## config.mk

```make
export PLATFORM = sky130hd
export DESIGN_NAME = timing_synch
export DESIGN_NICKNAME = d
export VERILOG_FILES = /design/src/logic/timing_synch_pkg.sv /design/src/logic/adc_sequencer.sv /design/src/logic/ring_tick_gen.sv /design/src/logic/store_window.sv /design/src/logic/timing_synch.sv
export VERILOG_INCLUDE_DIRS = /design/src /design/src/logic
export SDC_FILE = /design/constraint.sdc
export NUM_CORES = 1
export LEC_CHECK = 0
export ABC_CLOCK_PERIOD_IN_PS = 2200
export BUFFER_PORTS_ARGS = -buffer_cell sky130_fd_sc_hd__buf_2
export CELL_PAD_IN_SITES_DETAIL_PLACEMENT = 1
export CELL_PAD_IN_SITES_GLOBAL_PLACEMENT = 1
export CORE_ASPECT_RATIO = 1.25
export CORE_MARGIN = 4
export CORE_UTILIZATION = 42
export CTS_BUF_LIST = sky130_fd_sc_hd__clkbuf_4 sky130_fd_sc_hd__clkbuf_8
export DETAILED_ROUTE_END_ITERATION = 6
export HOLD_SLACK_MARGIN = 0.03
export PLACE_DENSITY_LB_ADDON = 0.1
export SLEW_MARGIN = 20
export SYNTH_ARGS = -nofsm -noshare
export SYNTH_HDL_FRONTEND = slang
export SYNTH_SLANG_ARGS = --single-unit
export TNS_END_PERCENT = 5
```

## constraint.sdc

```tcl
create_clock -name fastClk -period 2.2 [get_ports fastClk]
set_clock_uncertainty 0.2 [all_clocks]
set_input_delay 0.55 -clock fastClk [delete_from_list [all_inputs] [get_ports fastClk]]
set_output_delay 0.55 -clock fastClk [all_outputs]
set_load 0.02 [all_outputs]
```

## src/logic/timing_synch_defs.svh

```systemverilog
`ifndef TIMING_SYNCH_DEFS_SVH
`define TIMING_SYNCH_DEFS_SVH

//////////////////////////////
// configuration field widths
//////////////////////////////
`define TRIG_DELAY_W   12
`define HOLD_OFF_W     7
`define NUM_SMPLS_W    10
`define SYNC_SIZE_W    8

// store window counter, holds hold-off plus sample count
`define SAMPLE_CNT_W   11

//////////////////////////////
// fixed phase lengths, fastClk cycles
//////////////////////////////
`define WARMUP_CYCLES  3300
`define WARMUP_W       12
// alignment now counted here, no slow clock
`define ALIGN_CYCLES   10000
`define ALIGN_W        14

`endif

```

## src/logic/timing_synch_pkg.sv

```systemverilog
`default_nettype none

package timing_synch_pkg;

`include "timing_synch_defs.svh"

	// sequencer states
	typedef enum logic [1:0] {
		ST_IDLE     = 2'd0,
		ST_WARM_UP  = 2'd1,
		ST_SAMPLING = 2'd2,
		ST_ALIGN    = 2'd3
	} seq_state_e;

	// quasi-static config, only touched while idle
	typedef struct packed {
		logic [`TRIG_DELAY_W-1:0] trig_delay;
		logic [`HOLD_OFF_W-1:0]   sample_hold_off;
		logic [`NUM_SMPLS_W-1:0]  num_smpls;
		// tick period minus one
		logic [`SYNC_SIZE_W-1:0]  sync_size;
		logic                     use_ext_sync;
		// 1 = rising edges of ring clock
		logic                     ext_edge_sel;
	} timing_cfg_t;

	// adc control levels out of the top
	typedef struct packed {
		logic adc_powerup;
		logic adc_align_en;
		logic store_strb;
	} adc_ctrl_t;

endpackage

`default_nettype wire

```

## src/logic/adc_sequencer.sv

```systemverilog
`timescale 1ns/10ps
`default_nettype none

`include "timing_synch_defs.svh"

module adc_sequencer
	import timing_synch_pkg::*;
(
	input  wire logic        fastClk,
	input  wire logic        rst,
	input  wire logic        trig,
	input  wire logic        sync_tick,
	input  wire logic        sampling_done,
	input  wire timing_cfg_t cfg,
	output seq_state_e       state,
	output logic             sample_start,
	output logic             adc_powerup,
	output logic             adc_align_en
);

	// last count value of each fixed phase
	localparam logic [`WARMUP_W-1:0] WARM_LAST  = `WARMUP_W'(`WARMUP_CYCLES);
	localparam logic [`ALIGN_W-1:0]  ALIGN_LAST = `ALIGN_W'(`ALIGN_CYCLES);

	// trigger latch
	logic triggered;

	// ring ticks since the trigger
	logic [`TRIG_DELAY_W-1:0] tick_cnt;

	// phase counters
	logic [`WARMUP_W-1:0] warm_cnt;
	logic [`ALIGN_W-1:0]  align_cnt;

	//////////////////////////////
	// main FSM
	//////////////////////////////

	always_ff @(posedge fastClk) begin
		if (rst) begin
			state        <= ST_IDLE;
			triggered    <= 1'b0;
			tick_cnt     <= '0;
			warm_cnt     <= '0;
			align_cnt    <= '0;
			sample_start <= 1'b0;
			adc_powerup  <= 1'b0;
			adc_align_en <= 1'b0;
		end else begin
			// single cycle strobe
			sample_start <= 1'b0;

			case (state)
				ST_IDLE: begin
					warm_cnt <= '0;
					if (!triggered) begin
						// arm, later trig pulses ignored
						if (trig) begin
							triggered <= 1'b1;
							tick_cnt  <= '0;
						end
					end else if (tick_cnt == cfg.trig_delay) begin
						// delay reached, power up the adcs
						state       <= ST_WARM_UP;
						adc_powerup <= 1'b1;
					end else if (sync_tick) begin
						tick_cnt <= tick_cnt + 1'b1;
					end
				end

				ST_WARM_UP: begin
					// WARMUP_CYCLES + 1 cycles in here
					if (warm_cnt == WARM_LAST) begin
						state        <= ST_SAMPLING;
						sample_start <= 1'b1;
					end else begin
						warm_cnt <= warm_cnt + 1'b1;
					end
				end

				ST_SAMPLING: begin
					align_cnt <= '0;
					// store window reports the end
					if (sampling_done) begin
						state        <= ST_ALIGN;
						adc_align_en <= 1'b1;
					end
				end

				ST_ALIGN: begin
					// ALIGN_CYCLES + 1 cycles, then power down
					if (align_cnt == ALIGN_LAST) begin
						state        <= ST_IDLE;
						triggered    <= 1'b0;
						adc_align_en <= 1'b0;
						adc_powerup  <= 1'b0;
					end else begin
						align_cnt <= align_cnt + 1'b1;
					end
				end

				default: begin
					state <= ST_IDLE;
				end
			endcase
		end
	end

	//////////////////////////////
	// checks
	//////////////////////////////

	// align enable is a level of the align phase only
	a_align_in_state : assert property (@(posedge fastClk) disable iff (rst)
		adc_align_en |-> state == ST_ALIGN)
		else $error("adc_sequencer: adc_align_en outside ST_ALIGN");

	// store window must only finish while sampling
	a_done_in_sampling : assert property (@(posedge fastClk) disable iff (rst)
		sampling_done |-> state == ST_SAMPLING)
		else $error("adc_sequencer: sampling_done outside ST_SAMPLING");

endmodule

`default_nettype wire

```

## src/logic/ring_tick_gen.sv

```systemverilog
`timescale 1ns/10ps
`default_nettype none

`include "timing_synch_defs.svh"

module ring_tick_gen
	import timing_synch_pkg::*;
(
	input  wire logic        fastClk,
	input  wire logic        rst,
	input  wire logic        ring_clk_ext,
	input  wire timing_cfg_t cfg,
	output logic             sync_tick
);

	//////////////////////////////
	// ring clock synchronizer
	//////////////////////////////

	// three flops, async pin
	logic ext_a;
	logic ext_b;
	logic ext_c;

	always_ff @(posedge fastClk) begin
		ext_a <= ring_clk_ext;
		ext_b <= ext_a;
		ext_c <= ext_b;
	end

	// edge from the last two stages
	logic ext_rise;
	logic ext_fall;
	logic ext_edge;

	assign ext_rise = ext_b & ~ext_c;
	assign ext_fall = ~ext_b & ext_c;
	assign ext_edge = cfg.ext_edge_sel ? ext_rise : ext_fall;

	//////////////////////////////
	// tick counter
	//////////////////////////////

	logic                    counting;
	logic [`SYNC_SIZE_W-1:0] tick_ctr;

	// latch start of counting, held until reset
	always_ff @(posedge fastClk) begin
		if (rst) begin
			counting <= 1'b0;
		end else if (!counting) begin
			// free run starts right away
			counting <= cfg.use_ext_sync ? ext_edge : 1'b1;
		end
	end

	// period is sync_size + 1
	always_ff @(posedge fastClk) begin
		if (rst) begin
			tick_ctr  <= '0;
			sync_tick <= 1'b0;
		end else if (!counting) begin
			tick_ctr  <= '0;
			sync_tick <= 1'b0;
		end else if (tick_ctr == cfg.sync_size) begin
			// wrap, one tick per wrap
			tick_ctr  <= '0;
			sync_tick <= 1'b1;
		end else begin
			tick_ctr  <= tick_ctr + 1'b1;
			sync_tick <= 1'b0;
		end
	end

	//////////////////////////////
	// checks
	//////////////////////////////

	// ticks are single cycle unless period is one cycle
	a_tick_single : assert property (@(posedge fastClk) disable iff (rst)
		(sync_tick && cfg.sync_size != '0) |=> !sync_tick)
		else $error("ring_tick_gen: sync_tick high on consecutive cycles");

endmodule

`default_nettype wire

```

## src/logic/store_window.sv

```systemverilog
`timescale 1ns/10ps
`default_nettype none

`include "timing_synch_defs.svh"

module store_window
	import timing_synch_pkg::*;
(
	input  wire logic        fastClk,
	input  wire logic        rst,
	input  wire logic        sample_start,
	input  wire timing_cfg_t cfg,
	output logic             store_strb,
	output logic             sampling_done
);

	localparam int CNT_W = `SAMPLE_CNT_W;

	//////////////////////////////
	// window limits
	//////////////////////////////

	logic [`HOLD_OFF_W-1:0] start_val;
	logic [CNT_W-1:0]       end_val;

	// registered for timing, cfg is static while idle
	always_ff @(posedge fastClk) begin
		start_val <= cfg.sample_hold_off;
		end_val   <= CNT_W'(cfg.sample_hold_off) + CNT_W'(cfg.num_smpls);
	end

	//////////////////////////////
	// sample counter
	//////////////////////////////

	logic             counting;
	logic [CNT_W-1:0] smpl_cnt;

	always_ff @(posedge fastClk) begin
		if (rst) begin
			counting      <= 1'b0;
			smpl_cnt      <= '0;
			store_strb    <= 1'b0;
			sampling_done <= 1'b0;
		end else begin
			sampling_done <= 1'b0;
			if (!counting) begin
				// count from 0 on the cycle after the start strobe
				smpl_cnt <= '0;
				counting <= sample_start;
			end else begin
				smpl_cnt <= smpl_cnt + 1'b1;
				// end wins, so zero samples never raises the strobe
				if (smpl_cnt == end_val) begin
					counting      <= 1'b0;
					store_strb    <= 1'b0;
					sampling_done <= 1'b1;
				end else if (smpl_cnt == CNT_W'(start_val)) begin
					store_strb <= 1'b1;
				end
			end
		end
	end

	//////////////////////////////
	// checks
	//////////////////////////////

	// one window at a time
	a_no_restart : assert property (@(posedge fastClk) disable iff (rst)
		sample_start |-> !counting)
		else $error("store_window: sample_start while counting");

endmodule

`default_nettype wire

```

## src/logic/timing_synch.sv

```systemverilog
`timescale 1ns/10ps
`default_nettype none

module timing_synch
	import timing_synch_pkg::*;
(
	input  wire logic        fastClk,
	input  wire logic        rst,
	input  wire logic        ring_clk_ext,
	input  wire logic        trig,
	input  wire timing_cfg_t cfg,
	output adc_ctrl_t        adc_ctrl,
	output seq_state_e       state,
	output logic             sync_tick
);

	// strobes between the blocks
	logic sample_start;
	logic sampling_done;

	// control levels
	logic store_strb;
	logic adc_powerup;
	logic adc_align_en;

	//////////////////////////////
	// tick -> sequencer -> window
	//////////////////////////////

	ring_tick_gen u_ring_tick_gen (
		.fastClk      (fastClk),
		.rst          (rst),
		.ring_clk_ext (ring_clk_ext),
		.cfg          (cfg),
		.sync_tick    (sync_tick)
	);

	adc_sequencer u_adc_sequencer (
		.fastClk       (fastClk),
		.rst           (rst),
		.trig          (trig),
		.sync_tick     (sync_tick),
		.sampling_done (sampling_done),
		.cfg           (cfg),
		.state         (state),
		.sample_start  (sample_start),
		.adc_powerup   (adc_powerup),
		.adc_align_en  (adc_align_en)
	);

	// window reports done back to the sequencer
	store_window u_store_window (
		.fastClk       (fastClk),
		.rst           (rst),
		.sample_start  (sample_start),
		.cfg           (cfg),
		.store_strb    (store_strb),
		.sampling_done (sampling_done)
	);

	// pack outputs
	assign adc_ctrl = '{
		adc_powerup:  adc_powerup,
		adc_align_en: adc_align_en,
		store_strb:   store_strb
	};

endmodule

`default_nettype wire

```

==> results of run 1 <==
[kinds of logic after synthesis]
kind of cell	share of synthesized area, %
AOI/OAI and AO/OA	11.3
and+or+nand+nor	24.2
muxes	0.449
buffers and inverters	4.21
xor gates and xnor gates	14.1
adders and majority gates	5.78
DFF	40.0
[power breakdown]
part / internal [mW] / leakage [nW] / switching (mW)
clock network: 0.664 / 0.106 / 0.578
logic: 0.313 / 1.23 / 0.386
registers: 1.67 / 0.731 / 0.0353
total: 2.65 / 2.07 / 0.999
[worst max-delay path by stage]
| stage | cells past startpoint | slack (ns) | startpoint | to |
|---|---|---|---|---|
| detailed placement | 10 | -0.25 | cfg[20] | u_store_window.end_val[8]$_DFF_P_ |
| global placement | 11 | -0.16 | cfg[20] | u_store_window.end_val[6]$_DFF_P_ |
| global route | 6 | -0.09 | u_adc_sequencer.align_cnt[12]$_SDFFE_PP0P_ | u_adc_sequencer.align_cnt[8]$_SDFFE_PP0P_ |
| CTS | 6 | -0.01 | u_adc_sequencer.align_cnt[3]$_SDFFE_PP0P_ | u_adc_sequencer.align_cnt[6]$_SDFFE_PP0P_ |
| finish | 6 | -0.03 | u_adc_sequencer.align_cnt[12]$_SDFFE_PP0P_ | u_adc_sequencer.align_cnt[8]$_SDFFE_PP0P_ |
| floorplan | 9 | 0.01 | cfg[10] | u_store_window.end_val[8]$_DFF_P_ |
[per-stage QoR]
stage	instances	setup TNS (ns)	setup slack [ns]	area (um^2)	util, %
after floorplan	507	0	0.00995	4460	-
after global routing	723	-0.665	-0.0888	5400	52.6
after global placement	704	-0.579	-0.158	5060	49.3
final	723	-0.0764	-0.0306	5400	52.6
after detailed placement	704	-2.11	-0.254	5060	49.3
after CTS	723	-0.00989	-0.00989	5330	51.9
[synth_stat cells, drive strengths merged, types with 4 or more instances]
master and number:
a21oi 23, a31oi 7, and3 12, buf 10
clkbuf 8, dfxtp 89, ha 19, inv 19
nand2 32, nand3 30, nand3b 5, nand4 10
nor2 65, nor2b 9, nor3 10, nor3b 4
nor4 7, nor4b 6, o21ai 22, or2 4
or3 4, or4 4, xnor2 42, xor2 30
[cell type report]
type	instances	area, um^2	share of cell area, %
repair buffers	90	578	10.7
inverters	19	71.3	1.32
well taps	129	161	2.99
clock buffers	11	139	2.57
clock inverters	5	80.1	1.48
flip-flops and latches	89	1800	33.2
multi-input cells	380	2570	47.7
[state kept, by name, indices dropped and copies added (netlist names)]
register / count
u_adc_sequencer.adc_align_en: 1
u_adc_sequencer.adc_powerup: 1
u_adc_sequencer.align_cnt: 14
u_adc_sequencer.sample_start: 1
u_adc_sequencer.state: 2
u_adc_sequencer.tick_cnt: 12
u_adc_sequencer.triggered: 1
u_adc_sequencer.warm_cnt: 12
u_ring_tick_gen.counting: 1
u_ring_tick_gen.ext_a: 1
u_ring_tick_gen.ext_b: 1
u_ring_tick_gen.ext_c: 1
u_ring_tick_gen.sync_tick: 1
u_ring_tick_gen.tick_ctr: 8
u_store_window.counting: 1
u_store_window.end_val: 11
u_store_window.sampling_done: 1
u_store_window.smpl_cnt: 11
u_store_window.start_val: 7
u_store_window.store_strb: 1
[worst max-delay path: stages, from the launching register on]
cell and delay, ns:
dfxtp_2 0.33, or4_4 0.57, or4_4 0.54, o21ai_4 0.12
buf_4 0.16, a21oi_2 0.03, a211oi_2 0.20
[repair_timing]
item	CTS	global route
gates cloned	1	0
pin swaps	1	8
buffers inserted	2	0
gates resized for setup	3	33
endpoints found under the setup margin	11	33
[per-layer routing]
| metal | up-vias | GRT usage, % |
|---|---|---|
| li1 | 1915 | - |
| met1 | 1862 | 21.9 |
| met2 | 57 | 33.3 |
| met3 | 13 | 3.22 |
| met4 | 0 | 6.40 |
| met5 | - | 0 |
==> qor.csv, run 1 <==
metric,value,unit
die-area,12300,um^2
ios,49,
setup_slack,-0.0306,ns
grt_max_degree,23,
worstReg2RegStart,u_adc_sequencer.align_cnt[12]$_SDFFE_PP0P_,
path_class,register to register,
rsz0062_at_grt,yes,
wl_met1,4820,um
drt-total-wl,11100,um
vias,3847,
synth_async_sr_flop_share,0,%
vdd_drop_max,358,uV
crit_arrival,2.32,ns
slew_headroom,72.0,%
cts_max_level,3,
grtUsageTotal,18.5,%
path_clk_slew,0.09,ns
leakagePower,2.07,nW
worstSkewPairLatency,0.36,ns
start_util,43.5,%
areaGrowthSynthToFinish,21.1,%
gp_congestion,0.813,
drv_slew,0,
final_common_cell,dfxtp_1,
synth.area.top_cells,"dfxtp_1 40%, xnor2_1 8.3%, xor2_1 5.9%, nor2_1 5.5%, ha_1 5.3%",
dr_wl_met2,5710,um
yosys_warnings,0,
status,"complete, but fails checks",
layout_common_cells,"78 x dfxtp_1, 64 x nor2_1, 49 x buf_2, 41 x xnor2_1, 39 x buf_4",
cts_max_path_buffers,2,
hold_buffers,0,
holdPathEnd,u_ring_tick_gen.ext_a$_DFF_P_,
antenna_found_initial,0,
drt-initial-drc-count,83,
yosys.area.top_type,dfxtp_1,
routed_via_density,5.32,
finalHoldViolations,0,
r2r-end,u_adc_sequencer.align_cnt[8]$_SDFFE_PP0P_,
clock_sinks,89,
yosys.cell_types.count,61,
netlist_area,4460,um^2
pwr_density_cell,675,nW/um^2
finalNetCount,652,
dp_hpwl,8220,um
die_h,123,um
synth_enable_flop_cells,0,
cts_tree,built,
worstHoldStart,ring_clk_ext,
diodes,0,
synth_top_area_share,40.0,%
start_kind,register,
portBuffers,48,
min_path_type,primary input to register,
grt_overflow,0,
max_freq,448,MHz
drc,0,
root_buffer,clkbuf_8,
cts_buffers,9,
crit_path_end_kind,register,
worstPathMaxFanout,4,
finalSetupViolations,3,
rows,41,
finalPower,3.65,mW
whs_path_depth,1,
fillCellCount,1245,
critPathRequiredTime,2.29,ns
grt_pass1_wl,18500,um
ys_seq_area_share,40.0,%
synth.avg_cell_area,8.79,um^2
tightest_slew,0.419,ns
synth.ff_latch_count,89,
synthCells,507,
max_cap_violations,0,
grt_pass1_vias,4015,
highest_layer,met4,
dieWidth,100,um
holdWs,0.0967,ns
r2r_slack,-0.03,ns
drive_above_1_share,25.3,%
dr_wl_met3,347,um
period_minus_slack,2.23,ns
core,10300,um^2
detail_route.wl_per_cell,15.3,um
post-route-period-util,101,%
ys.flop_type,dfxtp_1,
reg2reg_depth,6,
first_pass_iters,4,
violations,setup timing,
antenna_left,0,
synth_nets,570,
Power figures use the tool's default switching activity.
==> run 2: changes to the inputs <==
- ABC_AREA: default -> 1
- CORE_UTILIZATION: 42 -> 40
==> run 2 against run 1 <==
The run now ends clean. Total power up 31%. Critical path type unchanged. Area after synthesis increased by 6.4%. Utilization is 5.2 points lower.
==> qor.csv, run 2 <==
metric,value,unit,change
root_buffer,clkbuf_8,,
largest_reg_flops,14,,unchanged
antenna_found_initial,0,,unchanged
gp_congestion,0.821,,+0.95%
placed_cell_area,5240,um^2,+3.4%
synth_top_area_share,37.6,%,-2.4 points
cts_repair_resize_count,0,,-3
slew_headroom,69.8,%,-2.3 points
portBuffers,48,,unchanged
critPathBufInv,2,,+1
drv_slew,0,,unchanged
detail_route.wl_per_cell,13.2,um,-14%
grt_pass1_wl,21000,um,+14%
crit_arrival,2.04,ns,-0.28 ns
final_cell_area,5510,um^2,+2.0%
dieWidth,105,um,+5.2%
start_util,40.8,%,-2.6 points
antenna_left,0,,unchanged
swShare,34.5,%,+7.1 points
p_sw,1.65,mW,+65%
die-area,13700,um^2,+11%
netlist_area,4740,um^2,+6.4%
synth_most_common_cell,nand2_1,,
grt_overflow,0,,unchanged
synthCells,685,,+35%
grt_max_degree,20,,-13%
finalPower,4.78,mW,+31%
period_minus_slack,1.98,ns,-0.246 ns
top_regs,"u_adc_sequencer.align_cnt x14, u_adc_sequencer.tick_cnt x12, u_adc_sequencer.warm_cnt x12",,
finalNetCount,812,,+25%
drt-total-wl,12100,um,+9.2%
pwr_density_cell,868,nW/um^2,+29%
clock_sinks,89,,unchanged
yosys.area.top_type,dfxtp_1,,
cpPeakStageDelay,0.39,ns,-0.18 ns
path_clk_slew,0.09,ns,about the same
drt-initial-drc-count,156,,+88%
yosys.cell_types.count,38,,-38%
finalHoldViolations,0,,unchanged
synth.avg_cell_area,6.92,um^2,-21%
dp_hpwl,9630,um,+17%
cts_max_level,3,,unchanged
drive_above_1_share,12.6,%,-13 points
vdd_drop_max,334,uV,-6.8%
core,11600,um^2,+13%
post-route-period-util,90.2,%,-11 points
rsz0062_at_grt,no,,
status,completed,,
p_comb_share,29.2,%,+10 points
crit_chain,"inv_1, ha_1, and3_1, nand3_1, nand2_1, nand2_1, buf_4, nand3_1, nand2_1, nor2_1",,
diodes,0,,unchanged
dp_cells,899,,+28%
cpLargestDelayFamily,simple AND/OR/NAND/NOR gates,,
hold_buffers,0,,unchanged
critPathRequiredTime,2.25,ns,-0.04 ns
ys_seq_area_share,37.6,%,-2.4 points
synth_nets,748,,+31%
clkPwrFrac,31.9,%,-2.1 points
cts_buffers,9,,unchanged
tightest_slew,0.450,ns,+0.0310 ns
final_common_cell,nand2_1,,
start_kind,register,,
leakagePower,2.35,nW,+13%
ys.flop_type,dfxtp_1,,
finalSetupViolations,0,,-3
grt_pass1_vias,4655,,+16%
cpMostUsedCell,nand2_1,,
cp_slowest_cell,dfxtp_1,,
max_cap_violations,0,,unchanged
path_class,register to register,,
crit_path_end_kind,register,,
synth_enable_flop_cells,0,,unchanged
postCtsSetupBuffers,0,,-2
ios,49,,unchanged
yosys-top-cells-count,"170 x nand2_1, 89 x dfxtp_1, 88 x inv_1, 81 x nor2_1, 49 x a21oi_1",,
seqPwrFrac,38.8,%,-8.0 points
p_int,3.13,mW,+18%
drc,0,,unchanged
synth_async_sr_flop_share,0,%,unchanged
worstSkewPairLatency,0.36,ns,about the same
top_register,u_adc_sequencer.align_cnt,,
worstPathMaxFanout,6,,+2
cts_max_path_buffers,2,,unchanged
vias,4519,,+17%
areaGrowthSynthToFinish,16.2,%,
synth.area.top_cells,"dfxtp_1 38%, nand2_1 13%, inv_1 7.0%, nor2_1 6.4%, a21oi_1 5.2%",,
first_pass_iters,4,,unchanged
grtUsageTotal,18.5,%,+0.052 points
layout_common_cells,"170 x nand2_1, 89 x dfxtp_1, 88 x inv_1, 81 x nor2_1, 49 x a21oi_1",,
die_h,130,um,+5.3%
synth.ff_latch_count,89,,unchanged
rows,44,,+7.3%
final_cells,915,,+27%
min_path_type,primary input to register,,
max_freq,504,MHz,+12%
yosys_warnings,0,,unchanged
fillCellCount,1538,,+24%
routed_via_density,4.94,,-7.2%
cts_tree,built,,
==> run 2: cell types whose count changed after synthesis, sizes merged, moves of 6 or more <==
cell,before,now
inv,19,89
and3,12,1
nor2,65,81
nand4,10,23
a21oi,23,53
nor2b,9,0
nand2,32,175
nand3,30,37
a31oi,7,1
nor3,10,22
nor4,7,1
nor4b,6,0
xor2,30,15
xnor2,42,17
==> run 2: through the flow <==
stage | worst slack (ns) | util (%) | setup TNS [ns] | hold WS, ns
after floorplan | 0.117 | - | 0 | 0.110
after global routing | 0.00611 | 47.4 | 0 | 0.0549
after CTS | 0.208 | 47.4 | 0 | 0.0609
final | 0.215 | 47.4 | 0 | 0.0844
after detailed placement | -0.0754 | 45.1 | -0.176 | 0.118
after global placement | -0.0425 | 45.1 | -0.0927 | 0.110
==> run 2: power groups by stage <==
stage	registers (mW)	clock network (mW)	logic (mW)
4_1_cts	1.86	1.56	1.42
2_1_floorplan	1.89	0	0.975
3_3_place_gp	1.89	0	1.35
5_1_grt	1.87	1.63	1.61
6_report	1.86	1.53	1.40
3_5_place_dp	1.90	0	1.40
==> run 2: layout make-up <==
class / count / area, um^2 / area share, %
inverter: 90 / 338 / 6.13
sequential: 89 / 1780 / 32.3
timing repair buffer: 63 / 353 / 6.40
multi-input combinational: 496 / 2560 / 46.5
clock inverter: 6 / 138 / 2.50
clock buffer: 10 / 138 / 2.50
tap: 161 / 201 / 3.66
==> run 2: kinds of logic after synthesis <==
logic type | after synthesis | share of synthesized area, %
simple gates | 352 | 32.0
buf+inv | 100 | 8.42
compound gates | 92 | 10.6
fa+ha+maj | 20 | 5.44
xor+xnor | 32 | 5.91
flops | 89 | 37.6
==> run 2: worst paths after layout <==
check                                           start                                        to  slack, ns  cells after the start
max reg2reg  u_adc_sequencer.warm_cnt[0]$_SDFFE_PP0P_  u_adc_sequencer.warm_cnt[8]$_SDFFE_PP0P_       0.22                     10
min                                      ring_clk_ext             u_ring_tick_gen.ext_a$_DFF_P_       0.08                      1
max          u_adc_sequencer.warm_cnt[0]$_SDFFE_PP0P_  u_adc_sequencer.warm_cnt[8]$_SDFFE_PP0P_       0.22                     10
min reg2reg             u_ring_tick_gen.ext_a$_DFF_P_             u_ring_tick_gen.ext_b$_DFF_P_       0.13                      0
==> run 2: routing by layer <==
metal  up-vias  GRT usage (%)  routed length, um
met3        11           3.07                308
met4         0           5.56                167
li1       2331              -                  -
met2        45           34.3               6270
met5         -              0                  0
met1      2132           22.0               5370
==> run 3: changes to the inputs <==
- RECOVER_POWER: default -> 50
- SETUP_SLACK_MARGIN: default -> 0.4
==> run 3 against run 2 <==
Hold slack improved by 0.0094 ns. Non-clock buffer count increased by 5. Fmax increased by 4.0%. Die area unchanged. Sequential power about the same. First-iteration DRC count increased by 5.1%. Final area increased by 4.2%. Flip-flop and latch count unchanged. Clock-buffer cell count increased by 2. Critical path type unchanged. Critical endpoint is now u_adc_sequencer.warm_cnt[7]$_SDFFE_PP0P_. Largest power group unchanged. Highest routed layer unchanged.
==> qor.csv, run 3 (synthesis gave the netlist of run 2 again) <==
metric,value,unit,change
dp_hpwl,9480,um,-1.6%
crit_arrival,1.94,ns,-0.10 ns
areaGrowthSynthToFinish,21.1,%,
post-route-period-util,86.7,%,-3.5 points
cpMostUsedCell,a21oi_1,,
drive_above_1_share,18.9,%,+6.3 points
rsz0062_at_grt,yes,,
cpPeakStageDelay,0.36,ns,-0.03 ns
rows,44,,unchanged
root_buffer,clkbuf_8,,
core,11600,um^2,unchanged
final_cell_area,5740,um^2,+4.2%
cts_buffers,9,,unchanged
holdWs,0.0938,ns,+0.00943 ns
grt_max_degree,20,,unchanged
min_path_type,primary input to register,,
fillCellCount,1521,,-1.1%
crit_chain,"inv_1, ha_1, and3_1, nand3_2, nand2_2, nand2_1, buf_4, a21oi_1, a21oi_1",,
antenna_found_initial,0,,unchanged
cts_max_path_buffers,2,,unchanged
vdd_drop_max,439,uV,+32%
gp_congestion,0.823,,+0.29%
path_clk_slew,0.08,ns,about the same
final_common_cell,nand2_1,,
layout_common_cells,"161 x nand2_1, 82 x inv_1, 73 x nor2_1, 72 x dfxtp_1, 47 x a21oi_1",,
largest_reg_flops,14,,unchanged
diodes,0,,unchanged
pwr_density_cell,832,nW/um^2,-4.2%
status,completed,,
leakagePower,2.41,nW,+2.8%
worstPathMaxFanout,7,,+1
tightest_slew,0.555,ns,+0.105 ns
placed_cell_area,5210,um^2,-0.53%
critPathBufInv,2,,unchanged
cp.depth,9,,-1
path_class,register to register,,
worstSkewPairLatency,0.36,ns,about the same
start_util,40.8,%,unchanged
hold_buffers,0,,unchanged
multi_input_area,2780,um^2,+8.6%
top_register,u_adc_sequencer.align_cnt,,
finalSetupViolations,0,,unchanged
die_h,130,um,unchanged
drv_slew,0,,unchanged
clock_sinks,89,,unchanged
fin_util,49.4,%,+2.0 points
first_pass_iters,4,,unchanged
cpLargestDelayFamily,simple AND/OR/NAND/NOR gates,,
antenna_left,0,,unchanged
cts_max_level,3,,unchanged
finalHoldViolations,0,,unchanged
grtUsageTotal,18.8,%,+0.33 points
drc,0,,unchanged
grt_pass1_wl,21200,um,+0.95%
dieWidth,105,um,unchanged
cts_tree,built,,
critPathRequiredTime,2.24,ns,about the same
start_kind,register,,
drt-initial-drc-count,164,,+5.1%
die-area,13700,um^2,unchanged
reg2reg_depth,9,,-1
max_cap_violations,0,,unchanged
period_minus_slack,1.91,ns,-0.0767 ns
setup_slack,0.292,ns,+0.0767 ns
top_regs,"u_adc_sequencer.align_cnt x14, u_adc_sequencer.tick_cnt x12, u_adc_sequencer.warm_cnt x12",,
ios,49,,unchanged
pre_cts_ws,0.0669,ns,+0.142 ns
whs_path_depth,1,,unchanged
crit_path_end_kind,register,,
regArea,1810,um^2,+1.5%
detail_route.wl_per_cell,14.0,um,+5.8%
setup_tns,0,ns,unchanged
portBuffers,48,,unchanged
slew_headroom,63.0,%,-6.8 points
finalNetCount,820,,+0.99%
max_freq,524,MHz,+4.0%
grt_pass1_vias,4738,,+1.8%
cp_slowest_cell,dfxtp_4,,
vias,4673,,+3.4%
grt_overflow,0,,unchanged
routed_via_density,5.06,,+2.5%
drt-total-wl,12900,um,+6.8%
==> run 3: cell types whose count changed in the layout (fill, tap and decap cells not counted), sizes merged <==
cell | before | now
clkinv | 2 | 3
inv | 90 | 89
clkbuf | 10 | 26
nand3 | 37 | 39
a21boi | 1 | 2
buf | 63 | 54
bufinv | 4 | 2
==> run 3: final timing paths <==
path	startpoint	to	slack, ns
worst max-delay path	u_adc_sequencer.warm_cnt[0]$_SDFFE_PP0P_	u_adc_sequencer.warm_cnt[7]$_SDFFE_PP0P_	0.29
worst max register to register	u_adc_sequencer.warm_cnt[0]$_SDFFE_PP0P_	u_adc_sequencer.warm_cnt[7]$_SDFFE_PP0P_	0.29
worst min-delay path	ring_clk_ext	u_ring_tick_gen.ext_a$_DFF_P_	0.09
worst min register to register	u_ring_tick_gen.ext_a$_DFF_P_	u_ring_tick_gen.ext_b$_DFF_P_	0.14
==> run 3: worst reg2reg max path, delay by kind of cell (launching register included) <==
kind / cells / cell delay, ns
AOI/OAI and AO/OA: 2 / 0.17
and+or+nand+nor: 4 / 0.63
DFF: 1 / 0.36
adders and majority gates: 1 / 0.15
buffers and inverters: 2 / 0.28
==> run 3: cell type report <==
type / instances / share of cell area, %
tap: 161 / 3.51
timing repair buffer: 68 / 6.49
clock inverter: 4 / 1.29
multi-input combinational: 499 / 48.4
inverter: 90 / 5.93
sequential: 89 / 31.5
clock buffer: 12 / 2.88
==> run 3: per-layer routing <==
metal	global-route usage, %	part of all wire, %	up-vias
met5	0	0	-
met2	35.8	53	59
li1	-	-	2353
met4	5.95	1.9	0
met1	21.6	43	2241
met3	2.97	2.7	20
==> run 3: report_power, final <==
group / internal (mW) / total, mW / switching (mW)
logic: 0.547 / 1.58 / 1.04
clock network: 0.734 / 1.33 / 0.593
registers: 1.75 / 1.87 / 0.114
==> run 3: per-stage QoR <==
stage	power, mW	std cells
floorplan	2.87	685
global placement	3.22	892
detailed placement	3.28	892
CTS	4.69	913
global route	5.13	923
finish	4.78	923
==> run 3: timing repair <==
item,4_1_cts,5_1_grt
gates resized for setup,12,69
gates cloned,1,2
endpoints found under the setup margin,42,50
buffers inserted,4,8
pin swaps,3,13
